[src/design/isa_pkg.sv]
package isa_pkg;

  typedef logic [31:0] word_t;
  typedef logic [31:0] inst_t;
  typedef logic [3:0]  regno_t;
  typedef logic [5:0]  op1_t;
  typedef logic [7:0]  op2_t;
  typedef logic [15:0] imm_t;

  // Field positions inside an instruction word
  localparam int OP1_LSB = 26;
  localparam int OP2_LSB = 18;
  localparam int IMM_LSB = 8;
  localparam int RD_LSB  = 8;
  localparam int RS_LSB  = 4;
  localparam int RT_LSB  = 0;

  localparam word_t INST_BYTES = 32'd4;

  // Primary opcodes
  localparam op1_t OP1_ALUR = 6'b000000;
  localparam op1_t OP1_BEQ  = 6'b001000;
  localparam op1_t OP1_BLT  = 6'b001001;
  localparam op1_t OP1_BLE  = 6'b001010;
  localparam op1_t OP1_BNE  = 6'b001011;
  localparam op1_t OP1_JAL  = 6'b001100;
  localparam op1_t OP1_LW   = 6'b010010;
  localparam op1_t OP1_SW   = 6'b011010;
  localparam op1_t OP1_ADDI = 6'b100000;
  localparam op1_t OP1_ANDI = 6'b100100;
  localparam op1_t OP1_ORI  = 6'b100101;
  localparam op1_t OP1_XORI = 6'b100110;

  // ALU-R functions
  localparam op2_t OP2_NOP  = 8'b00000000;
  localparam op2_t OP2_EQ   = 8'b00001000;
  localparam op2_t OP2_LT   = 8'b00001001;
  localparam op2_t OP2_LE   = 8'b00001010;
  localparam op2_t OP2_NE   = 8'b00001011;
  localparam op2_t OP2_ADD  = 8'b00100000;
  localparam op2_t OP2_AND  = 8'b00100100;
  localparam op2_t OP2_OR   = 8'b00100101;
  localparam op2_t OP2_XOR  = 8'b00100110;
  localparam op2_t OP2_SUB  = 8'b00101000;
  localparam op2_t OP2_NAND = 8'b00101100;
  localparam op2_t OP2_NOR  = 8'b00101101;
  localparam op2_t OP2_NXOR = 8'b00101110;
  localparam op2_t OP2_RSHF = 8'b00110000;
  localparam op2_t OP2_LSHF = 8'b00110001;

  // ALUR with NOP function, all zeros
  localparam inst_t INST_BUBBLE = '0;

  // Instruction classes shared by decode and the interlock
  function automatic logic is_alur(op1_t op1, op2_t op2);
    return (op1 == OP1_ALUR) && (op2 != OP2_NOP);
  endfunction

  function automatic logic is_alui(op1_t op1);
    return (op1 == OP1_ADDI) || (op1 == OP1_ANDI) || (op1 == OP1_ORI) || (op1 == OP1_XORI);
  endfunction

  function automatic logic is_branch(op1_t op1);
    return (op1 == OP1_BEQ) || (op1 == OP1_BLT) || (op1 == OP1_BLE) || (op1 == OP1_BNE);
  endfunction

endpackage

[src/design/hazard_unit.sv]
module hazard_unit
  import isa_pkg::*;
(
  input  inst_t  inst_fe,
  input  regno_t wregno_id,
  input  regno_t wregno_ex,
  input  logic   wr_reg_id,
  input  logic   wr_reg_ex,
  output logic   stall
);

  op1_t   op1;
  op2_t   op2;
  regno_t rs;
  regno_t rt;
  logic   reads_rs;
  logic   reads_rt;
  logic   rs_pending;
  logic   rt_pending;

  assign op1 = inst_fe[OP1_LSB +: $bits(op1_t)];
  assign op2 = inst_fe[OP2_LSB +: $bits(op2_t)];
  assign rs  = inst_fe[RS_LSB +: $bits(regno_t)];
  assign rt  = inst_fe[RT_LSB +: $bits(regno_t)];

  // Which sources the instruction in decode actually reads
  assign reads_rt = is_alur(op1, op2) || is_branch(op1) || (op1 == OP1_SW);
  assign reads_rs = reads_rt || is_alui(op1) || (op1 == OP1_LW) || (op1 == OP1_JAL);

  // Producers in execute and memory, write-back is covered by the register file
  assign rs_pending = (wr_reg_id && (wregno_id == rs)) || (wr_reg_ex && (wregno_ex == rs));
  assign rt_pending = (wr_reg_id && (wregno_id == rt)) || (wr_reg_ex && (wregno_ex == rt));

  assign stall = (reads_rs && rs_pending) || (reads_rt && rt_pending);

endmodule

[config.mk]
export PLATFORM = sky130hd
export DESIGN_NAME = hazard_unit
export DESIGN_NICKNAME = d
export VERILOG_FILES = /design/src/design/isa_pkg.sv /design/src/design/hazard_unit.sv
export SDC_FILE = /design/constraint.sdc
export NUM_CORES = 1
export LEC_CHECK = 0
export BUFFER_PORTS_ARGS = -buffer_cell sky130_fd_sc_hd__buf_4
export CORE_AREA = 2 2 39 41
export DETAILED_ROUTE_END_ITERATION = 6
export DIE_AREA = 0 0 41 43
export MAX_ROUTING_LAYER = met4
export SETUP_SLACK_MARGIN = 0.5
export SYNTH_ARGS = -nofsm -noshare
export SYNTH_HDL_FRONTEND = slang
export SYNTH_SLANG_ARGS = --single-unit
[constraint.sdc]
create_clock -name vclk -period 2.1
set_input_delay 0.315 -clock vclk [all_inputs]
set_output_delay 0.315 -clock vclk [all_outputs]
set_load 0.01 [all_outputs]
# Yosys cells after proc, flatten, opt, wreduce, memory -nomap -nowiden
# Cells that the tools add are included.
word_totals:
  in_bits: 42
  word_cells: 38
  output_inout_bits: 1
  register_bits: 0
op_classes:
  reduce_logical: 23
  n_eq_ne: 15
ops:
  columns: ["op", "n"]
  rows:
  - ["== test 6 x 4 -> 1 bit, second input constant", 5]
  - ["== test 6 bit, second input constant", 4]
  - ["== test 4 bit", 4]
  - ["logical OR 1 bit", 14]
  - ["== test 6 x 5 -> 1 bit, second input constant", 2]
  - ["nonzero test 8 bit", 1]
  - ["logical AND 1 bit", 7]
  - ["logical NOT 6 bit", 1]

# Longest topological paths before layout
depth:
  word_depth: 11
  mapped_depth: 5
  depth_no_buf: 5

# Worst setup path after synthesis
# OpenSTA, ideal clock, no wires.
synth_path:
  path_kind: "input port to output port"
  start: "input port inst_fe[18]"
  end: "output port stall"
  t_arrival_ns: 1.256
  path_slack_ns: 0.529
  path_buffers: 0
  required_ns: 1.785
  cell_stages: 4
  path_cell_list: "nor4_1 a2111o_1 a21boi_1 o41ai_2"
synth_between:
  elab_chain_cells: 9
  elab_cells_between_ends: 10
  classes_between: "reduce/logical: 10"
synth_lines:
  columns: ["item", "line_no", "rtl"]
  rows:
  - ["from (decl)", "hazard_unit.sv:4", "input inst_t inst_fe,"]
  - ["nonzero test 8 bit (*)", "isa_pkg.sv:56", "return (op1 == OP1_ALUR) && (op2 != OP2_NOP);"]
  - ["logical AND 1 bit (*)", "isa_pkg.sv:56", null]
  - ["logical OR 1 bit (*) (2 in series)", "hazard_unit.sv:27", "assign reads_rt = is_alur(op1, op2) || is_branch(op1) || (op1 == OP1_SW);"]
  - ["logical OR 1 bit (3 in series)", "hazard_unit.sv:28", "assign reads_rs = reads_rt || is_alui(op1) || (op1 == OP1_LW) || (op1 == OP1_JAL);"]
  - ["logical AND 1 bit", "hazard_unit.sv:34", "assign stall = (reads_rs && rs_pending) || (reads_rt && rt_pending);"]
  - ["logical OR 1 bit (*)", "hazard_unit.sv:34", null]
  - ["to (decl)", "hazard_unit.sv:9", "output logic stall"]
# Mark *: on every way between the ends. The rest lies on a longest branch, timed or not.

# Worst setup path in the final report
layout_path:
  start: "input port inst_fe[21]"
  end: "output port stall"
# The elaborated chain is that of the path after synthesis.

==> metrics <==
Max stage delay cell, worst path=a2111o_1; synth unique cells=18; Total GRT Usage=11.0%; gr ovfl total=0; First DRT Iteration DRCs=0; metal3 WL=111 um; power density over the cells=175 nW/um^2; via count=412; minimum clock period=1.79 ns; Startpoint Class=input pin; switch share=40.1%; Int Power=0.0647 mW; Rows=14; Avg Inst Size Synth=7.51 um^2; overall power=0.108 mW; Tcrit/Tclk final=85.4%; Die Height=43 um; vias per cell=4.63; full die area=1760 um^2; Combinational Power Share=100.0%; setup TNS=0 ns; min-delay worst type=in -> out; share of layout cells above drive strength 1=54.8%; vias in the first global route=391; Routed WL per cell=10.3 um; Final HPWL DP=819 um; setup violators final=0; initial antenna violation count=0; data arrival time of the worst path=1.48 ns; status=completed; crit path kind=in -> out; FF+latch area=0 um^2; number of maximum-capacitance violations=0; Worst Max-Slew Pin Slew=0.355 ns; Area growth syn-to-layout=105%; CP Buf/Inv Count=2; DP Worst Slack=0.251 ns; IO Count=43; Synthesized Nets=82; Seq/Total Area, Yosys=0%; core box area=1380 um^2; antenna-violating nets left=0; Hold Vio Cnt, Final=0; Seq cells=0; Total Wirelength=915 um; DR WL met2=438 um; fmax=0.558 GHz; hold path depth=3; NetSw=0.0433 mW; RSZ-0062 raised after global routing=yes; Metal-1 WL=366 um; Post-Syn Area=300 um^2; Sequential Power Share=0%; drc violations=0; Routability Congestion=0.640; pin count of the biggest net entering global routing=6; crit-path cells=buf_4, nor4_2, a2111o_1, a21boi_1, o41ai_2, buf_4; clkbuf count=0; CP max stage delay=0.43 ns; WP data required=1.78 ns; Mapped Cells=40; setup ws final=0.308 ns; CP dominant cell by count=buf_4; cell family with most CP delay=compound AO/OA/AOI/OAI gates; Syn. warnings=0; Lkg Pwr=0.277 nW; clock network power share=0%; worst hold start=inst_fe[31]; maximum vdd drop=0.0691 mV; worst hold endpoint=stall; highest metal used=met3; initial core utilization=21.7%; IO buf count=33; nets@finish=117; Slew HR=76.1%; global-route wire length before repair=1420 um; Max Slew Vio Count=0; ant diodes=0; worst-path fanout max=2; DRT Pass-1 Iters=1; die width=41 um; Worst setup EP type=output port; Post-CTS Setup Repair Bufs=0
power groups by stage:
| stage | sequential (mW) | clock [mW] | combinational (mW) |
|---|---|---|---|
| final | 0 | 0 | 0.108 |
| after global routing | 0 | 0 | 0.118 |
| after CTS | 0 | 0 | 0.107 |
| after detailed placement | 0 | 0 | 0.101 |
| after global placement | 0 | 0 | 0.0999 |
| after floorplan | 0 | 0 | 0.0351 |
synth_stat cells (all sizes together):
cell type	count	area [um^2]
a31oi	1	6.26
nor4b	1	8.76
xor2	12	105
inv	2	7.51
nand2	3	11.3
o41ai	1	16.3
a21boi	1	7.51
o21ai	2	10.0
nor3	1	5.00
a211oi	1	7.51
xnor2	4	35.0
maj3	1	11.3
and3	1	6.26
o32ai	1	8.76
nor2	1	3.75
nand3b	1	7.51
nor4	5	31.3
a2111o	1	11.3
through the flow:
stage               hold WS [ns]  instance area (um^2)  util [%]  instances
detailed placement         0.944                   568      41.0         89
global route               0.975                   616      44.5         89
floorplan                  0.707                   300         -         40
finish                     0.954                   616      44.5         89
CTS                        0.952                   607      43.9         89
global placement           0.939                   568      41.0         89
layout by cell type (no fill, tap or decap):
cell type and instances:
a21boi_1 1, nor4b_2 1, buf_4 31, and3_1 1, o32ai_2 1, nor3_1 1, o21ai_0 2, xnor2_1 4
nor4_4 1, a31oi_1 1, nor4_2 1, nor4_1 3, maj3_2 1, a2111o_1 1, nand3b_1 1, nand2_1 3
nor2_1 1, buf_6 2, inv_1 2, a211oi_2 1, o41ai_2 1, xor2_1 12
cell families (layout without fill, tap and decap cells):
| kind of cell | Yosys count | in the layout | synth area share [%] |
|---|---|---|---|
| AO/OA/AOI/OAI | 8 | 8 | 22.5 |
| XOR/XNOR | 16 | 16 | 46.7 |
| adder cells (fa/ha/maj) | 1 | 1 | 3.75 |
| buffers and inverters | 2 | 35 | 2.50 |
| AND/OR/NAND/NOR | 13 | 13 | 24.6 |
final cells by class:
| cell class | instances | area, um^2 |
|---|---|---|
| fill | 149 | 768 |
| inverter | 2 | 7.51 |
| multi-input combinational | 38 | 333 |
| tap | 16 | 20.0 |
| timing repair buffer | 33 | 255 |
per-layer routing:
metal,track usage (%),up-vias
li1,-,216
met2,20.0,24
met3,0,0
met4,0,0
met5,-,-
met1,13.6,172
timing repair:
action                                  4_1_cts  5_1_grt
endpoints found under the setup margin        1        1
gates resized for setup                       7        1
pin swaps                                     5        2
hold buffers                                  0        0
worst max path at each step:
| stage | slack [ns] | from | endpoint | cells after the start |
|---|---|---|---|---|
| CTS | 0.30 | inst_fe[25] | stall | 6 |
| global placement | 0.24 | inst_fe[19] | stall | 7 |
| detailed placement | 0.25 | inst_fe[23] | stall | 7 |
| floorplan | 0.53 | inst_fe[18] | stall | 4 |
| finish | 0.31 | inst_fe[21] | stall | 6 |
| global route | 0.23 | inst_fe[18] | stall | 6 |
(Power assumes the default switching activity.)
