`src/design/isa_pkg.sv`:
```
package isa_pkg;

  typedef logic [31:0] word_t;
  typedef logic [31:0] inst_t;
  typedef logic [3:0]  regno_t;
  typedef logic [5:0]  op1_t;
  typedef logic [7:0]  op2_t;
  typedef logic [15:0] imm_t;

  // Field positions inside an instruction word
  localparam int OP1_LSB = 26;
  localparam int OP2_LSB = 18;
  localparam int IMM_LSB = 8;
  localparam int RD_LSB  = 8;
  localparam int RS_LSB  = 4;
  localparam int RT_LSB  = 0;

  localparam word_t INST_BYTES = 32'd4;

  // Primary opcodes
  localparam op1_t OP1_ALUR = 6'b000000;
  localparam op1_t OP1_BEQ  = 6'b001000;
  localparam op1_t OP1_BLT  = 6'b001001;
  localparam op1_t OP1_BLE  = 6'b001010;
  localparam op1_t OP1_BNE  = 6'b001011;
  localparam op1_t OP1_JAL  = 6'b001100;
  localparam op1_t OP1_LW   = 6'b010010;
  localparam op1_t OP1_SW   = 6'b011010;
  localparam op1_t OP1_ADDI = 6'b100000;
  localparam op1_t OP1_ANDI = 6'b100100;
  localparam op1_t OP1_ORI  = 6'b100101;
  localparam op1_t OP1_XORI = 6'b100110;

  // ALU-R functions
  localparam op2_t OP2_NOP  = 8'b00000000;
  localparam op2_t OP2_EQ   = 8'b00001000;
  localparam op2_t OP2_LT   = 8'b00001001;
  localparam op2_t OP2_LE   = 8'b00001010;
  localparam op2_t OP2_NE   = 8'b00001011;
  localparam op2_t OP2_ADD  = 8'b00100000;
  localparam op2_t OP2_AND  = 8'b00100100;
  localparam op2_t OP2_OR   = 8'b00100101;
  localparam op2_t OP2_XOR  = 8'b00100110;
  localparam op2_t OP2_SUB  = 8'b00101000;
  localparam op2_t OP2_NAND = 8'b00101100;
  localparam op2_t OP2_NOR  = 8'b00101101;
  localparam op2_t OP2_NXOR = 8'b00101110;
  localparam op2_t OP2_RSHF = 8'b00110000;
  localparam op2_t OP2_LSHF = 8'b00110001;

  // ALUR with NOP function, all zeros
  localparam inst_t INST_BUBBLE = '0;

  // Instruction classes shared by decode and the interlock
  function automatic logic is_alur(op1_t op1, op2_t op2);
    return (op1 == OP1_ALUR) && (op2 != OP2_NOP);
  endfunction

  function automatic logic is_alui(op1_t op1);
    return (op1 == OP1_ADDI) || (op1 == OP1_ANDI) || (op1 == OP1_ORI) || (op1 == OP1_XORI);
  endfunction

  function automatic logic is_branch(op1_t op1);
    return (op1 == OP1_BEQ) || (op1 == OP1_BLT) || (op1 == OP1_BLE) || (op1 == OP1_BNE);
  endfunction

endpackage

```
`src/design/decode_stage.sv`:
```
module decode_stage
  import isa_pkg::*;
(
  input  logic   clk,
  input  logic   reset,
  input  logic   stall,
  input  logic   redirect,
  input  inst_t  inst_fe,
  input  word_t  pc_fe,
  output regno_t rs,
  output regno_t rt,
  input  word_t  rs_val,
  input  word_t  rt_val,
  output op1_t   op1_id,
  output op2_t   op2_id,
  output word_t  a_id,
  output word_t  b_id,
  output word_t  imm_id,
  output word_t  pc_id,
  output regno_t wregno_id,
  output logic   wr_reg_id,
  output logic   rd_mem_id,
  output logic   wr_mem_id,
  output logic   is_br_id,
  output logic   is_jal_id
);

  op1_t   op1;
  op2_t   op2;
  imm_t   imm;
  regno_t rd;
  word_t  imm_ext;
  logic   alur;
  logic   alui;
  logic   is_lw;
  logic   is_sw;
  logic   is_jal;
  logic   wr_reg;
  regno_t wregno;

  // ******************************************************************
  // Field extraction and control decode
  // ******************************************************************
  assign op1 = inst_fe[OP1_LSB +: $bits(op1_t)];
  assign op2 = inst_fe[OP2_LSB +: $bits(op2_t)];
  assign imm = inst_fe[IMM_LSB +: $bits(imm_t)];
  assign rd  = inst_fe[RD_LSB +: $bits(regno_t)];
  assign rs  = inst_fe[RS_LSB +: $bits(regno_t)];
  assign rt  = inst_fe[RT_LSB +: $bits(regno_t)];

  assign imm_ext = {{($bits(word_t) - $bits(imm_t)){imm[$bits(imm_t)-1]}}, imm};

  assign alur   = is_alur(op1, op2);
  assign alui   = is_alui(op1);
  assign is_lw  = (op1 == OP1_LW);
  assign is_sw  = (op1 == OP1_SW);
  assign is_jal = (op1 == OP1_JAL);

  // ALU-R writes rd, everything else that writes uses rt
  assign wr_reg = alur || alui || is_lw || is_jal;
  assign wregno = alur ? rd : rt;

  // ******************************************************************
  // Decode latch
  // ******************************************************************
  always_ff @(posedge clk or posedge reset) begin
    if (reset) begin
      op1_id    <= OP1_ALUR;
      op2_id    <= OP2_NOP;
      wregno_id <= '0;
      wr_reg_id <= 1'b0;
      rd_mem_id <= 1'b0;
      wr_mem_id <= 1'b0;
      is_br_id  <= 1'b0;
      is_jal_id <= 1'b0;
    end else if (stall || redirect) begin
      // Bubble
      op1_id    <= OP1_ALUR;
      op2_id    <= OP2_NOP;
      wregno_id <= '0;
      wr_reg_id <= 1'b0;
      rd_mem_id <= 1'b0;
      wr_mem_id <= 1'b0;
      is_br_id  <= 1'b0;
      is_jal_id <= 1'b0;
    end else begin
      op1_id    <= op1;
      op2_id    <= op2;
      wregno_id <= wregno;
      wr_reg_id <= wr_reg;
      rd_mem_id <= is_lw;
      wr_mem_id <= is_sw;
      is_br_id  <= is_branch(op1);
      is_jal_id <= is_jal;
    end
  end

  always_ff @(posedge clk) begin
    a_id   <= rs_val;
    b_id   <= rt_val;
    imm_id <= imm_ext;
    pc_id  <= pc_fe;
  end

endmodule

```
`config.mk`:
```
export PLATFORM = sky130hd
export DESIGN_NAME = decode_stage
export DESIGN_NICKNAME = d
export VERILOG_FILES = /design/src/design/isa_pkg.sv /design/src/design/decode_stage.sv
export SDC_FILE = /design/constraint.sdc
export NUM_CORES = 1
export LEC_CHECK = 0
export ABC_AREA = 1
export BUFFER_PORTS_ARGS = -buffer_cell sky130_fd_sc_hd__buf_2
export CORE_AREA = 2 2 114 116
export DETAILED_ROUTE_END_ITERATION = 10
export DIE_AREA = 0 0 116 118
export GPL_ROUTABILITY_DRIVEN = 1
export HOLD_SLACK_MARGIN = 0.06
export PLACE_DENSITY_LB_ADDON = 0.2
export SLEW_MARGIN = 20
export SYNTH_ARGS = -nofsm -noshare
export SYNTH_HDL_FRONTEND = slang
export SYNTH_SLANG_ARGS = --single-unit
```
`constraint.sdc`:
```
create_clock -name clk -period 1.85 [get_ports clk]
set_input_delay 0.555 -clock clk [delete_from_list [all_inputs] [get_ports clk]]
set_output_delay 0.555 -clock clk [all_outputs]
set_load 0.05 [all_outputs]
```
# Word level (Yosys, flattened, before mapping)

Index checks and enable logic that the tools add are counted.

Bits in registers: 135
Output and inout port bits: 159

Equality and inequality tests: 11
Multiplexer cells: 9
Reductions and logical operators: 13

Operators with widths:

| operator             | count |
|---|---|
| $eq A6 B4 Y1 const B | 5 |
| $eq A6 B6 Y1 const B | 4 |
| $eq A6 B5 Y1 const B | 2 |
| $logic_or A1 B1 Y1   | 10 |
| $mux W4              | 2 |
| $mux W8              | 1 |
| $reduce_bool A8 Y1   | 1 |
| $logic_not A6 Y1     | 1 |
| $mux W6              | 1 |
| $mux W1              | 5 |
| $logic_and A1 B1 Y1  | 1 |

# Depth between registers and ports, before layout

Gate-level depths: netlist of the first run.

Word-level depth: 8
Gate-level depth with buffers: 8

# Worst setup path before layout of the first run

Ideal clock, no wire load.

Path kind: register to output
Start point: reg imm_id[15] (netlist name)
End point: out imm_id[16]
Arrival: 1.176 ns
Required time: 1.295 ns
Setup slack: 0.119 ns
Stages on the path, launching flop included: 2
Cells stage by stage: dfxtp_1 buf_4

RTL lines:

| item      | RTL line           | source |
|---|---|---|
| to (decl) | decode_stage.sv:18 | `output word_t imm_id,` |

No word-level cell between the ends.

# Worst setup path after layout of the first run

Start point: reg imm_id[15] (netlist name)
End point: out imm_id[25]

No word-level cell between the ends.

==> qor.csv, run 1 <==
metric,value,unit
status,"finished, final reports clean",
ys_warn_count,0,
tns,0,ns
dr.pass1.iters,4,
cts_sinks,135,
worst_pin_slew,0.328,ns
synthAdderAreaFrac,0,%
synth.yosys.seq_area_share,83.7,%
cts_tree,done,
syn_inst,237,
cp_max_fo,17,
final_hold_viol_count,0,
seqCellArea,2820,sq um
drive_gt1_share,61.9,%
ctsLongestPathBuffers,2,
vias,2593,
grt_first_pass_wirelength,13300,um
synth_compound_area_share,0.893,%
wl,9240,um
die_h,118,um
synth_mux_area_share,0,%
diodes,0,
io_pins,291,
synth_simple_gate_area_share,7.59,%
drv_cap,0,
relSlewSlack,78.1,%
stdcell_area,5440,sq um
grt-ovfl-total,0,
syn_avg_cell_area,14.2,sq um
numCtsBuffers,17,
clock.fmax,589,MHz
crit_path_cell_trace,buf_2,
dr.first_iter.drc_count,108,
nFillCells,1212,
endpoint_kind,primary output,
viasPerCell,3.71,
post-place-ws,0.391,ns
synth_top_family_by_area,buffers and inverters,
synth_area_leader_cell,dfxtp_1,
peakVddDrop,0.851,mV
setup_violations,0,
core-area,12400,sq um
synth_edf_count,0,
holdBufCountCts,0,
dpl.hpwl,7370,um
synth_xor_area_share,0,%
max_stage_delay,0.43,ns
worst_slack,0.151,ns
fp-row-count,41,
ys_types,19,
synth_area,3360,sq um
startpoint_type,flip-flop,
period_share,91.8,%
final_common_cell,buf_2,
gp_congestion,0.782,
cp.arrival,1.14,ns
die_area,13700,sq um
dpl_cell_area,4820,sq um
layout_common_cells,"buf_2, dfxtp_1, nor2_1, dfrtp_1, clkbuf_16",
initial_core_util,27.1,%
drc,0,
crit_path_top_delay_cell,dfxtp_2,
post-cts-setup-buffers,0,
multi_input_area,285,sq um
cts_resized,1,
crit_type,reg -> out,
synth_ff_type,dfxtp_1,
wl_per_cell,13.2,um
synth-seq-cells,135,
rsz0062_at_grt,no,
ant_nets,0,
grt_start_max_net_pins,24,
synth-async-reset-ratio,17.0,%
crit_buf_inv,1,
portBuffers,282,
die-width,116,um
grtUsageTotal,13.2,%
cp_top_family,flip-flops,
antenna_found_initial,0,
yosysTopAreaCellShare,66.6,%
slew_viol_final,0,
finalCriticalPeriod,1.70,ns
synth.area.top_cells,"dfxtp_1, dfrtp_1, buf_4",
leakagePower,2.96,nW
final_nets,646,
cts_max_level,4,
path_clk_slew,0.06,ns
grt_pass1_vias,2613,
p_per_area,1380,nW/um^2
synthesis.nets,369,
area_growth,61.7,%
hold_class,in -> async,
crit_required,1.29,ns
root_buffer,clkbuf_16,
Yosys cell counts (2+ instances only):
cell     count
dfxtp_1    112
buf_4       24
dfrtp_1     23
nor2_1      23
inv_1       18
nand2_1     13
a21oi_1      5
nand3_1      5
buf_2        2
nand2_2      2
nor2_4       2
power by group:
group          internal (W)  total, W  leakage, nW  switching (W)
Sequential          0.00306   0.00310         1.26      0.0000345
Clock               0.00220   0.00346        0.314        0.00126
Combinational      0.000222  0.000976         1.39       0.000754
Total               0.00548   0.00753         2.96        0.00205
through the flow:
stage / std cells / total power [W] / util [%] / hold WS [ns]
2_1_floorplan: 237 / 0.00387 / - / 0.557
3_3_place_gp: 667 / 0.00414 / 38.8 / 0.631
3_5_place_dp: 667 / 0.00414 / 38.8 / 0.637
4_1_cts: 699 / 0.00763 / 43.8 / 0.194
5_1_grt: 699 / 0.00783 / 43.8 / 0.206
6_report: 699 / 0.00753 / 43.8 / 0.191
cell families after synthesis:
group                  Yosys count
and+or+nand+nor                 51
DFF                            135
buffers and inverters           45
AOI/OAI and AO/OA                6
how the worst max path moves through the flow:
stage | start | to | slack [ns] | cells after the start
2_1_floorplan | imm_id[15]$_DFF_P_ | imm_id[16] | 0.12 | 1
3_3_place_gp | inst_fe[22] | wregno_id[2]$_DFF_PP0_ | 0.39 | 8
3_5_place_dp | inst_fe[0] | rt[0] | 0.39 | 2
4_1_cts | imm_id[15]$_DFF_P_ | imm_id[25] | 0.12 | 1
5_1_grt | imm_id[15]$_DFF_P_ | imm_id[20] | 0.06 | 1
6_report | imm_id[15]$_DFF_P_ | imm_id[25] | 0.15 | 1
routing by layer:
metal | GRT usage (%) | part of all wire (%) | up-vias
li1 | - | - | 1253
met1 | 13.4 | 37 | 1172
met2 | 22.3 | 50 | 146
met3 | 5.66 | 10 | 22
met4 | 7.44 | 3.1 | 0
met5 | 0 | 0 | -
flip-flops by register name, summed over array words and instances (netlist names):
register,count
is_br_id,1
a_id,32
pc_id,32
wregno_id,4
imm_id,16
op2_id,8
is_jal_id,1
wr_reg_id,1
b_id,32
op1_id,6
wr_mem_id,1
rd_mem_id,1
cell type report:
| cell class | instances | area share [%] |
|---|---|---|
| Timing Repair Buffer | 284 | 26.2 |
| Tap cell | 172 | 3.95 |
| Sequential cell | 135 | 51.8 |
| Inverter | 19 | 1.31 |
| Clock inverter | 12 | 2.48 |
| Clock buffer | 20 | 8.99 |
| Multi-Input combinational cell | 57 | 5.24 |
No activity file was read; power rests on OpenSTA's default activity.
==> run 2, diff against run 1 <==
--- a/config.mk
+++ b/config.mk
@@ -9,4 +9,5 @@
 export BUFFER_PORTS_ARGS = -buffer_cell sky130_fd_sc_hd__buf_2
 export CORE_AREA = 2 2 114 116
+export CTS_CLUSTER_DIAMETER = 30
 export DETAILED_ROUTE_END_ITERATION = 10
 export DIE_AREA = 0 0 116 118
==> constraint.sdc (replaced) <==
create_clock -name clk -period 1.65 [get_ports clk]
set_input_delay 0.2475 -clock clk [delete_from_list [all_inputs] [get_ports clk]]
set_output_delay 0.2475 -clock clk [all_outputs]
set_load 0.05 [all_outputs]
==> run 2 against run 1 <==
Effect of this change:
- global-route usage up 3.0 points
- design area up 21%
- first-iteration DRC count down 11%
- non-clock buffer count up 115
- count of clock-buffer cells in the layout down 3
- critical path depth unchanged
- power up 14%
- utilization up 9.0 points
- wire length up 21%
- via count up 21%
- critical path type unchanged
- critical endpoint unchanged
- largest cell class unchanged
- largest power group unchanged
==> qor.csv, run 2 (synthesis gave the netlist of run 1 again) <==
metric,value,unit,change
status,"finished, final reports clean",,
grt_first_pass_wirelength,16400,um,+23%
numCtsBuffers,17,,unchanged
crit_path_cell_trace,buf_2,,
multi_input_area,285,sq um,unchanged
final_common_cell,buf_2,,
cts_tree,done,,
cp_max_fo,17,,unchanged
gp_congestion,0.806,,+3.1%
path_clk_slew,0.06,ns,about the same
fp-row-count,41,,unchanged
grt-ovfl-total,0,,unchanged
p_comb_share,15.5,%,+2.5 points
die_h,118,um,unchanged
root_buffer,clkbuf_16,,
clkPwrFrac,43.9,%,-2.0 points
dr.pass1.iters,4,,unchanged
period_share,84.8,%,
clock.fmax,715,MHz,
seqPwrFrac,40.6,%,-0.5 points
wl_per_cell,13.8,um,+4.1%
crit_required,1.40,ns,+0.11 ns
drc,0,,unchanged
die_area,13700,sq um,unchanged
layout_common_cells,"buf_2, dlygate4sd3_1, dfxtp_1, nor2_1, dfrtp_1",,
viasPerCell,3.84,,+3.5%
die-width,116,um,unchanged
vias,3129,,+21%
p_sw_share,28.5,%,+1.3 points
grt_start_max_net_pins,24,,unchanged
grt-busiest-layer,met2,,
setup_violations,0,,unchanged
power_switching,0.00244,W,+19%
wl,11200,um,+21%
drive_gt1_share,50.8,%,-11 points
io_pins,291,,unchanged
use_met1,15.4,%,+2.0 points
portBuffers,282,,unchanged
grt_pass1_vias,3312,,+27%
relSlewSlack,71.6,%,-6.6 points
final_nets,761,,+18%
final_hold_viol_count,0,,unchanged
dpl.hpwl,7370,um,about the same
endpoint_kind,primary output,,
leakagePower,3.42,nW,+15%
dr.first_iter.drc_count,96,,-11%
startpoint_type,flip-flop,,
drv_cap,0,,unchanged
tns,0,ns,unchanged
rsz0062_at_grt,no,,
cts_max_level,4,,unchanged
peakVddDrop,0.950,mV,+12%
core-area,12400,sq um,unchanged
layout.cells.non_filler,815,,+17%
use_met2,29.2,%,+6.9 points
cp_top_family,flip-flops,,
initial_core_util,27.1,%,unchanged
ant_nets,0,,unchanged
slew_viol_final,0,,unchanged
cp.arrival,1.15,ns,about the same
crit_path_top_delay_cell,dfxtp_2,,
seqCellArea,2820,sq um,unchanged
nFillCells,1089,,-10%
crit_type,reg -> out,,
intPower,0.00612,W,+12%
ctsLongestPathBuffers,2,,unchanged
hold_class,in -> reg,,
crit_buf_inv,1,,unchanged
reg_top3,"a_id (32), b_id (32), pc_id (32)",,
finalCriticalPeriod,1.40,ns,
area_growth,95.0,%,
worst_pin_slew,0.426,ns,+0.0979 ns
max_stage_delay,0.44,ns,about the same
antenna_found_initial,1,,+1
met3_usage,6.44,%,+0.77 points
post-cts-setup-buffers,0,,unchanged
cts_sinks,135,,unchanged
p_per_area,1300,nW/um^2,-5.8%
dp.cells,667,,unchanged
grtUsageTotal,16.2,%,+3.0 points
==> run 2: changes by cell type in the layout (fill, tap and decap cells not counted) <==
cell           before  now
clkbuf_16          19   17
clkbuf_8            1    0
clkinv_2            4    3
clkinvlp_4          0    2
diode_2             0    1
dlygate4sd3_1       0  115
inv_6               4    5
inv_8               1    2
==> run 2: through the flow <==
step	cell area [sq um]	hold WS [ns]	setup slack, ns	util [%]	power (W)
6_report	6560	0.0830	0.250	52.9	0.00856
5_1_grt	6560	0.0825	0.161	52.9	0.00888
4_1_cts	6560	0.0642	0.0868	52.8	0.00862
3_5_place_dp	4820	0.317	0.469	38.8	0.00465
3_3_place_gp	4820	0.310	0.500	38.8	0.00464
2_1_floorplan	3360	0.249	0.226	-	0.00434
==> run 2: tightest hold or removal path: stages <==
cell and delay [ns]:
buf_2 0.08, nor2_1 0.05, nand2_1 0.05, inv_1 0.03
==> run 2: what timing repair did <==
item | CTS | global route
hold buffers | 115 | 0
setup endpoints to repair | 0 | 17
resized for setup | 0 | 1
hold endpoints to repair | 137 | 0
==> run 2: power groups by stage <==
stage / Combinational, W / Clock (W) / Sequential (W)
final: 0.00133 / 0.00375 / 0.00348
after global routing: 0.00138 / 0.00401 / 0.00349
after CTS: 0.00132 / 0.00382 / 0.00347
after detailed placement: 0.00111 / 0 / 0.00354
after global placement: 0.00110 / 0 / 0.00354
after floorplan: 0.000211 / 0 / 0.00413
==> run 2: per-layer routing <==
layer | vias up | share of wire [%]
met5 | - | 0
met4 | 0 | 3.3
li1 | 1481 | -
met1 | 1447 | 36
met2 | 171 | 53
met3 | 30 | 8.0
==> run 2: area by class of cell <==
cell class,count,area share (%)
Multi-Input combinational cell,57,4.35
Inverter,19,1.09
Clock inverter,15,2.52
Tap cell,172,3.28
Clock buffer,17,6.48
Sequential cell,135,43.0
Timing Repair Buffer,399,39.3
Antenna cell,1,0.0381
==> run 2: final timing paths <==
check                      depth (start not counted)                   to  slack (ns)                from
worst max-delay path                               1           imm_id[25]        0.25  imm_id[15]$_DFF_P_
worst min-delay path                               4  wr_reg_id$_DFF_PP0_        0.08            redirect
max in group asynchronous                          4  op1_id[3]$_DFF_PP0_        0.98               reset
min in group asynchronous                          4  op2_id[4]$_DFF_PP0_        0.42               reset
