<file path="src/design/isa_pkg.sv">
package isa_pkg;

  typedef logic [31:0] word_t;
  typedef logic [31:0] inst_t;
  typedef logic [3:0]  regno_t;
  typedef logic [5:0]  op1_t;
  typedef logic [7:0]  op2_t;
  typedef logic [15:0] imm_t;

  // Field positions inside an instruction word
  localparam int OP1_LSB = 26;
  localparam int OP2_LSB = 18;
  localparam int IMM_LSB = 8;
  localparam int RD_LSB  = 8;
  localparam int RS_LSB  = 4;
  localparam int RT_LSB  = 0;

  localparam word_t INST_BYTES = 32'd4;

  // Primary opcodes
  localparam op1_t OP1_ALUR = 6'b000000;
  localparam op1_t OP1_BEQ  = 6'b001000;
  localparam op1_t OP1_BLT  = 6'b001001;
  localparam op1_t OP1_BLE  = 6'b001010;
  localparam op1_t OP1_BNE  = 6'b001011;
  localparam op1_t OP1_JAL  = 6'b001100;
  localparam op1_t OP1_LW   = 6'b010010;
  localparam op1_t OP1_SW   = 6'b011010;
  localparam op1_t OP1_ADDI = 6'b100000;
  localparam op1_t OP1_ANDI = 6'b100100;
  localparam op1_t OP1_ORI  = 6'b100101;
  localparam op1_t OP1_XORI = 6'b100110;

  // ALU-R functions
  localparam op2_t OP2_NOP  = 8'b00000000;
  localparam op2_t OP2_EQ   = 8'b00001000;
  localparam op2_t OP2_LT   = 8'b00001001;
  localparam op2_t OP2_LE   = 8'b00001010;
  localparam op2_t OP2_NE   = 8'b00001011;
  localparam op2_t OP2_ADD  = 8'b00100000;
  localparam op2_t OP2_AND  = 8'b00100100;
  localparam op2_t OP2_OR   = 8'b00100101;
  localparam op2_t OP2_XOR  = 8'b00100110;
  localparam op2_t OP2_SUB  = 8'b00101000;
  localparam op2_t OP2_NAND = 8'b00101100;
  localparam op2_t OP2_NOR  = 8'b00101101;
  localparam op2_t OP2_NXOR = 8'b00101110;
  localparam op2_t OP2_RSHF = 8'b00110000;
  localparam op2_t OP2_LSHF = 8'b00110001;

  // ALUR with NOP function, all zeros
  localparam inst_t INST_BUBBLE = '0;

  // Instruction classes shared by decode and the interlock
  function automatic logic is_alur(op1_t op1, op2_t op2);
    return (op1 == OP1_ALUR) && (op2 != OP2_NOP);
  endfunction

  function automatic logic is_alui(op1_t op1);
    return (op1 == OP1_ADDI) || (op1 == OP1_ANDI) || (op1 == OP1_ORI) || (op1 == OP1_XORI);
  endfunction

  function automatic logic is_branch(op1_t op1);
    return (op1 == OP1_BEQ) || (op1 == OP1_BLT) || (op1 == OP1_BLE) || (op1 == OP1_BNE);
  endfunction

endpackage

</file>
<file path="src/design/cpu_cfg_pkg.sv">
package cpu_cfg_pkg;

  // Memory mapped I/O
  localparam logic [31:0] ADDR_HEX = 32'hFFFF_F000;
  localparam logic [31:0] ADDR_KEY = 32'hFFFF_F080;

  localparam int HEX_BITS = 24;
  typedef logic [HEX_BITS-1:0] hex_t;

  localparam int KEY_BITS = 4;
  typedef logic [KEY_BITS-1:0] key_t;

  // Shown on the display until the first store to it
  localparam hex_t HEX_RESET = 24'hFE_DEAD;

  // Defaults for the top level parameters
  localparam logic [31:0] START_PC_DEFAULT   = 32'h0000_0100;
  localparam int          DMEM_WORDS_DEFAULT = 1024;

endpackage

</file>
<file path="src/design/fetch_stage.sv">
module fetch_stage
  import isa_pkg::*, cpu_cfg_pkg::*;
#(
  parameter word_t START_PC = START_PC_DEFAULT
) (
  input  logic  clk,
  input  logic  reset,
  input  logic  stall,
  input  logic  redirect,
  input  word_t target,
  output word_t imem_addr,
  input  inst_t imem_data,
  output inst_t inst_fe,
  output word_t pc_fe
);

  word_t pc;

  assign imem_addr = pc;

  // Redirect wins over stall, squashing whatever was just fetched
  always_ff @(posedge clk or posedge reset) begin
    if (reset) begin
      pc      <= START_PC;
      inst_fe <= INST_BUBBLE;
    end else if (redirect) begin
      pc      <= target;
      inst_fe <= INST_BUBBLE;
    end else if (!stall) begin
      pc      <= pc + INST_BYTES;
      inst_fe <= imem_data;
    end
  end

  // PC of the latched instruction, only meaningful alongside it
  always_ff @(posedge clk) begin
    if (!stall) begin
      pc_fe <= pc;
    end
  end

endmodule

</file>
<file path="config.mk">
export PLATFORM = sky130hd
export DESIGN_NAME = fetch_stage
export DESIGN_NICKNAME = d
export VERILOG_FILES = /design/src/design/isa_pkg.sv /design/src/design/cpu_cfg_pkg.sv /design/src/design/fetch_stage.sv
export SDC_FILE = /design/constraint.sdc
export NUM_CORES = 1
export LEC_CHECK = 0
export ABC_AREA = 1
export BUFFER_PORTS_ARGS = -buffer_cell sky130_fd_sc_hd__buf_2
export CAP_MARGIN = 5
export CORE_UTILIZATION = 50
export CTS_BUF_LIST = sky130_fd_sc_hd__clkbuf_8
export CTS_CLUSTER_DIAMETER = 100
export DETAILED_ROUTE_END_ITERATION = 10
export PLACE_DENSITY = 0.78
export SLEW_MARGIN = 5
export SYNTH_ARGS = -nofsm -noshare
export SYNTH_HDL_FRONTEND = slang
export SYNTH_SLANG_ARGS = --single-unit
export TNS_END_PERCENT = 1
</file>
<file path="constraint.sdc">
create_clock -name clk -period 5.7 [get_ports clk]
set_input_delay 1.425 -clock clk [delete_from_list [all_inputs] [get_ports clk]]
set_output_delay 1.425 -clock clk [all_outputs]
set_load 0.05 [all_outputs]
</file>
Word-level counts from Yosys, hierarchy flattened

Index checks and enable logic that the tools add are counted.

Output and inout bits: 96
Logic and storage cells: 9
Register bits after elaboration: 96
Input port bits: 68

Eq/ne operators: 1
Multiplexer cells: 4
Add/sub/neg operators: 1

Operator list:

| kind                  | count |
|---|---|
| $mux 32               | 4 |
| $add 32x3->32 const B | 1 |
| $ne 2x1->1 const B    | 1 |

Logic depth before layout (Yosys ltp)

Gate-level depths: netlist of run 1.

Depth in word-level cells: 3
Mapped depth: 9
Mapped depth without buffers: 9

Worst setup path before layout of run 1

OpenSTA, ideal clock, no wires.

Kind: input -> register
Start: input port stall
End: register inst_fe[0]
Slack: 3.189 ns
Library setup time: 0.121 ns
Data required time: 5.579 ns
Arrival: 2.390 ns
Cell stages on the path: 5
Path through: inv_2 nor2_2 buf_4 buf_2 a22o_1

Word-level cells in the longest chain between the ends: 1

RTL lines:

| element              | RTL line          | source |
|---|---|---|
| start, declared      | fetch_stage.sv:8  | `input logic stall,` |
| $ne 2x1->1 (no line) | n/a               |  |
| end signal, assigned | fetch_stage.sv:31 | `inst_fe <= imem_data;` |
| end, declared        | fetch_stage.sv:13 | `output inst_t inst_fe,` |

Every way passes these cells.
A chain may end at the register's enable or synchronous reset.

Worst setup path after layout of run 1

Start: input port stall
End: register pc[30], in the netlist imem_addr[30]

Word-level cells in the longest chain between the ends: 1

RTL lines:

| element              | RTL line          | source |
|---|---|---|
| $ne 2x1->1 (no line) | n/a               |  |
| end signal, assigned | fetch_stage.sv:27 | `pc <= target;` |
| end signal, assigned | fetch_stage.sv:30 | `pc <= pc + INST_BYTES;` |
| end, declared        | fetch_stage.sv:17 | `word_t pc;` |

Every way passes these cells.

==> summary.txt, run 1 <==
Run status
  – Status: finished, final reports clean

Global routing
  – Total global-route track usage: 24.25%
  – GR Overflow Total: 0
  – Global-route wire length before repair: 16700 um
  – Vias in the first global route: 3570
  – Initial antenna violation count: 0
  – Largest net degree at the start of global routing: 65

Logic synthesis
  – Syn_nets: 527
  – Synth area leaders: dfrtp_1 36%, edfxtp_1 22%, nand2_1 11%
  – Post-Syn Instances: 458
  – Yosys top cell area share: 35.96%
  – Netlist Area Pre-Place: 0.004384 mm^2
  – Largest area contributor in the netlist: dfrtp_1
  – Cell variety after synth: 27
  – FFs w/ async S/R, synth: 66.67%
  – Synth Area per Inst: 9.573 um^2
  – Post-synth EDFFs: 32
  – Ys flop type: dfrtp_1
  – Yosys reg bits: 96
  – Yosys warnings: 0
  – Seq/Total Area, Yosys: 58.48%

Placed design
  – Post-DP HPWL: 7515 um
  – GPL Wtd Cong: 0.8679
  – Pre-CTS setup slack: 2.178 ns
  – Dpl cells: 712
  – Port buffer count: 163

Clocking
  – CTS tree: yes
  – Resized Gates After CTS: 0
  – Sink Count: 96
  – Inserted Clock Buffers: 9
  – # hold bufs at CTS: 0
  – Post-CTS Setup Inserts: 0
  – CTS root buffer: clkbuf_8
  – CTS clk-pin slew, worst paths: 0.09 ns
  – Clk_lat worst skew: 0.37 ns
  – H-tree levels: 3
  – CTS max path bufs: 2

STA
  – Hold slack: 0.4867 ns
  – Slew at the pin with the worst max-slew slack: 1.055 ns
  – Final worst path period share: 54.70%
  – # setup viols final: 0
  – Setup TNS: 0 ns
  – RSZ-0062 raised after global routing: no
  – Rel. slew slack: 29.47%
  – Clock skew: 0.01421 ns
  – Max Slew Vio Count: 0
  – Final min period: 3.118 ns
  – Maximum clock frequency: 320.7 MHz
  – Fin worst setup slack: 2.582 ns
  – Fin. Hold Viols: 0

Critical path
  – CP max stage cell: nor2_4
  – CP cell instances: buf_2 > inv_2 > nor2_4 > inv_2 > o21ai_0 > inv_1 > nand2_1
  – Startpoint Class: input pin
  – Worst setup EP type: flip-flop
  – Most numerous cell on the critical path: inv_2
  – WP data required: 6.01 ns
  – Crit-path max cell delay: 0.90 ns
  – Setup CP Type: in2reg
  – CP max FO: 48
  – Arrival time at the worst endpoint: 3.42 ns

Routing
  – Final antenna-violating net count: 0
  – Drt via density: 5.130
  – WL per Instance: 14.26 um
  – Via total after detailed routing: 3735
  – Initial drt markers: 169
  – DRC: 0
  – M1 WL: 4325 um
  – Met3 wire length: 867 um
  – DR top layer: met4
  – Drt first pass iters: 5
  – WL met2: 5037 um
  – WL final: 10380 um

Die
  – Io pins: 164
  – Row Count: 33
  – Die ar.: 0.009147 mm^2
  – Die X: 95.64 um
  – Core Area: 0.008341 mm^2
  – Die Ht: 95.64 um
  – Initial core utilization: 52.57%

Power
  – P_leak: 0.002729 uW
  – Overall Power: 1633 uW
  – Peak VDD IR: 0.1449 mV
  – Power Dens Cells: 299.6 mW/mm^2

Finish
  – Nets: 687
  – Most common cell after layout, fill and taps aside: buf_2
  – Cell Count, Final, Fillers Out: 728
  – Fillers: 682
  – Layout cell share with drive strength beyond 1: 33.55%
  – Diodes inserted: 0
  – Area grow syn2layout: 24.29%
  – Highest-count cells in the layout ignoring fill and taps: 163 x buf_2, 133 x nand2_1, 63 x dfrtp_1

Flow run
  – MaxCap Viol Count: 0

Worst hold path
  – Hold WC Path Type: reg2reg
## path summary, 6_finish.rpt
kind,endpoint,slack [ns],start,cells after the start
setup / recovery,imem_addr[30]$_DFFE_PP0N_,2.58,stall,7
hold / removal,pc_fe[1]$_DFFE_PN_,0.49,imem_addr[1]$_DFFE_PP0P_,0
setup reg to reg,imem_addr[14]$_DFFE_PP0N_,4.03,imem_addr[2]$_DFFE_PP0N_,8
hold reg to reg,pc_fe[1]$_DFFE_PN_,0.49,imem_addr[1]$_DFFE_PP0P_,0
max in group asynchronous,imem_addr[26]$_DFFE_PP0N_,3.89,reset,3
min in group asynchronous,inst_fe[10]$_DFFE_PP0N_,1.27,reset,3
## kinds of logic after synthesis
family | Yosys count | synth area share (%)
adders and majority gates | 1 | 0.2853
and+or+nand+nor | 230 | 23.34
DFF | 96 | 58.48
AOI/OAI and AO/OA | 66 | 11.42
buffers and inverters | 62 | 5.879
xor gates and xnor gates | 3 | 0.5994
## sequential cells by signal, indices dropped and copies added, names as in the netlist
signal and cells:
imem_addr 32, inst_fe 32, pc_fe 32
## layer usage
layer  up-vias  track usage (%)
met3        12            6.699
met5         -                0
met2       154            39.76
met4         0            7.090
met1      1732            31.51
li1       1837                -
## final cells by class
| class | count | area, um^2 | share of cell area [%] |
|---|---|---|---|
| Timing Repair Buffer | 165 | 830.8 | 15.25 |
| Multi-Input combinational cell | 300 | 1573 | 28.86 |
| Clock buffer | 9 | 123.9 | 2.273 |
| Clock inverter | 7 | 53.80 | 0.9874 |
| Inverter | 46 | 172.7 | 3.169 |
| Tap cell | 105 | 131.4 | 2.411 |
| Sequential cell | 96 | 2564 | 47.05 |
## critical path, delay by kind of cell
kind,cells,cell delay (ns)
AOI/OAI and AO/OA,1,0.27
buffers and inverters,4,0.75
and+or+nand+nor,2,0.96
## synthesized netlist by cell type (2+ instances only)
library cell,n
nand2_1,133
dfrtp_1,63
nand3_1,46
inv_1,41
a22o_1,34
edfxtp_1,32
nor2_1,28
o21ai_0,14
o21bai_1,11
buf_2,8
nor2_2,7
nor2_4,7
nand2_2,6
inv_2,5
buf_4,4
buf_1,3
o211ai_1,3
xor2_1,3
nand2_4,2
## through the flow
step	area (um^2)	util [%]
4_1_cts	5449	65.33
3_5_place_dp	5271	63.20
2_1_floorplan	4384	-
3_3_place_gp	5271	63.20
5_1_grt	5449	65.33
6_report	5449	65.33
## where the power goes
| part | leakage [uW] | internal [uW] | switching, uW |
|---|---|---|---|
| combinational | 0.00151 | 95.3 | 302 |
| clock | 0.0000880 | 162 | 246 |
| sequential | 0.00113 | 774 | 52.5 |
Note: power is estimated with default switching activity, not from simulation.
==> run 2, diff against run 1 <==
--- a/config.mk
+++ b/config.mk
@@ -5,14 +5,14 @@
 export SDC_FILE = /design/constraint.sdc
 export NUM_CORES = 1
 export LEC_CHECK = 0
-export ABC_AREA = 1
+export ABC_AREA = 0
 export BUFFER_PORTS_ARGS = -buffer_cell sky130_fd_sc_hd__buf_2
 export CAP_MARGIN = 5
-export CORE_UTILIZATION = 50
+export CORE_UTILIZATION = 45
 export CTS_BUF_LIST = sky130_fd_sc_hd__clkbuf_8
 export CTS_CLUSTER_DIAMETER = 100
 export DETAILED_ROUTE_END_ITERATION = 10
-export PLACE_DENSITY = 0.78
+export PLACE_DENSITY = 0.75
 export SLEW_MARGIN = 5
 export SYNTH_ARGS = -nofsm -noshare
 export SYNTH_HDL_FRONTEND = slang
==> constraint.sdc (replaced) <==
create_clock -name clk -period 2.6 [get_ports clk]
set_input_delay 0.65 -clock clk [delete_from_list [all_inputs] [get_ports clk]]
set_output_delay 0.65 -clock clk [all_outputs]
set_load 0.05 [all_outputs]
==> summary.txt, run 2 <==
Clocking
  – Sink Count: 96
  – Resized Gates After CTS: 0
  – CTS clk-pin slew, worst paths: 0.10 ns
  – CTS root buffer: clkbuf_8
  – Post-CTS Setup Inserts: 0
  – H-tree levels: 3
  – # hold bufs at CTS: 0
  – CTS tree: yes
  – Clk_lat worst skew: 0.35 ns
  – Inserted Clock Buffers: 9
  – CTS max path bufs: 2

Logic synthesis
  – Syn_nets: 406
  – FFs w/ async S/R, synth: 66.67%
  – Yosys top cell area share: 39.02%
  – Yosys reg bits: 96
  – Synth top cells by count: 63 x dfrtp_1, 44 x nor2_1, 33 x mux2i_1
  – Top-count cell post-synth: dfrtp_1
  – Seq/Total Area, Yosys: 63.46%
  – Ys flop type: dfrtp_1
  – Yosys warnings: 0
  – Largest area contributor in the netlist: dfrtp_1
  – Synth Area per Inst: 11.99 um^2
  – Post-synth EDFFs: 32
  – Synth area leaders: dfrtp_1 39%, edfxtp_1 24%, mux2i_1 8.2%
  – Cell variety after synth: 37
  – Post-Syn Instances: 337
  – Netlist Area Pre-Place: 0.004040 mm^2

Die
  – Die Ht: 96.75 um
  – Die X: 96.75 um
  – Io pins: 164
  – Die ar.: 0.009361 mm^2
  – Initial core utilization: 46.33%
  – Row Count: 34
  – Core Area: 0.008721 mm^2

STA
  – Setup TNS: 0 ns
  – Final min period: 2.331 ns
  – Final worst path period share: 89.65%
  – Rel. slew slack: 57.94%
  – Slew at the pin with the worst max-slew slack: 0.6309 ns
  – RSZ-0062 raised after global routing: no
  – Max Slew Vio Count: 0
  – Fin. Hold Viols: 0
  – # setup viols final: 0
  – Clock skew: 0.01304 ns
  – Fin worst setup slack: 0.2691 ns
  – Maximum clock frequency: 429.0 MHz

Critical path
  – Critical path origin: imem_addr[2]$_DFFE_PP0N_
  – Arrival time at the worst endpoint: 2.60 ns
  – Startpoint Class: flip-flop
  – Worst setup EP type: flip-flop
  – WP data required: 2.87 ns
  – CP cell instances: ha_1 > nand4b_4 > or4_1 > or4_1 > a31oi_1
  – Setup CP Type: reg2reg
  – Most numerous cell on the critical path: or4_1
  – CP max stage cell: or4_1
  – Critical R2R Launch: imem_addr[2]$_DFFE_PP0N_
  – CP max FO: 11
  – Crit-path max cell delay: 0.64 ns

Global routing
  – Vias in the first global route: 3064
  – Largest net degree at the start of global routing: 65
  – Global-route wire length before repair: 15460 um
  – GR Overflow Total: 0
  – Total global-route track usage: 20.80%
  – Initial antenna violation count: 0

Finish
  – Most common cell after layout, fill and taps aside: buf_2
  – Nets: 569
  – Diodes inserted: 0
  – Layout cell share with drive strength beyond 1: 39.01%
  – Highest-count cells in the layout ignoring fill and taps: 163 x buf_2, 63 x dfrtp_1, 44 x nor2_1
  – Area grow syn2layout: 28.65%

Placed design
  – Pre-CTS setup slack: 0.1537 ns
  – Post-DP HPWL: 6578 um
  – Port buffer count: 163
  – GPL Wtd Cong: 0.7911

Worst hold path
  – Hold WC Path Type: in2async

Routing
  – WL final: 9352 um
  – DRC: 0
  – Final antenna-violating net count: 0
  – Drt first pass iters: 4
  – Via total after detailed routing: 3214
  – Drt via density: 5.243
  – WL per Instance: 15.26 um
  – Initial drt markers: 130

Run status
  – Status: finished, final reports clean

Power
  – Power Dens Cells: 690.8 mW/mm^2
  – Peak VDD IR: 0.3758 mV
  – P_leak: 0.002502 uW

Flow run
  – MaxCap Viol Count: 0
## run 2: cell types whose count changed in the layout (fill, tap and decap cells not counted), moves of 11 or more
cell and change:
o21bai_1 -11, inv_1 -37, nand3_1 -34, nand2_1 -102, a22o_1 -34, mux2i_1 +33
or4_1 +15, nor2_1 +16
## run 2: final timing paths
check                                       endpoint  slack (ns)  cells after the start
max                        imem_addr[26]$_DFFE_PP0N_        0.27                      5
min                          inst_fe[12]$_DFFE_PP0N_        0.34                      3
max reg2reg                imem_addr[26]$_DFFE_PP0N_        0.27                      5
min reg2reg                       pc_fe[0]$_DFFE_PN_        0.48                      0
max in group asynchronous   imem_addr[8]$_DFFE_PP1N_        1.92                      3
min in group clk                  pc_fe[0]$_DFFE_PN_        0.48                      0
## run 2: cells by family after synthesis
logic type               after synthesis  share of synthesized area [%]
flip-flops                            96                          63.46
buffers and inverters                 27                          2.570
AND/OR/NAND/NOR                      124                          15.55
adder cells (fa/ha/maj)                1                         0.3096
AO/OA/AOI/OAI                         43                          6.999
XOR/XNOR                              11                          2.385
multiplexers                          35                          8.733
## run 2: power by group
group	internal [uW]	leakage (uW)	switching [uW]
Sequential	1690	0.00112	99.7
Clock	456	0.000105	541
Combinational	205	0.00128	600
Total	2350	0.00250	1240
## run 2: worst max-delay path, delay by kind of cell (launching register included)
kind,cells,cell delay (ns)
compound gates,1,0.18
fa+ha+maj,1,0.26
flops,1,0.50
simple gates,3,1.32
## run 2: layout make-up
| cell class | count | area (um^2) |
|---|---|---|
| flip-flops and latches | 96 | 2564 |
| clock buffers | 9 | 123.9 |
| repair buffers | 173 | 903.4 |
| clock inverters | 7 | 76.32 |
| well taps | 108 | 135.1 |
| inverters | 6 | 22.52 |
| fillers | 715 | 3523 |
| multi-input cells | 214 | 1373 |
## run 2: metal layers
metal	GRT usage [%]	share of wire (%)
met1	27.94	44
met2	31.91	47
met3	6.575	8.1
met4	7.348	0.71
met5	0	0
## run 2: per-stage QoR
| stage | utilization (%) | hold slack (ns) | instance area, um^2 | total power (uW) | cells |
|---|---|---|---|---|---|
| after floorplan | - | 0.6678 | 4040 | 2396 | 337 |
| after detailed placement | 57.30 | 0.4566 | 4997 | 2631 | 597 |
| after global routing | 59.60 | 0.3506 | 5197 | 3750 | 613 |
| after CTS | 59.60 | 0.3513 | 5197 | 3624 | 613 |
| after global placement | 57.30 | 0.4463 | 4997 | 2611 | 597 |
| final | 59.60 | 0.3441 | 5197 | 3590 | 613 |
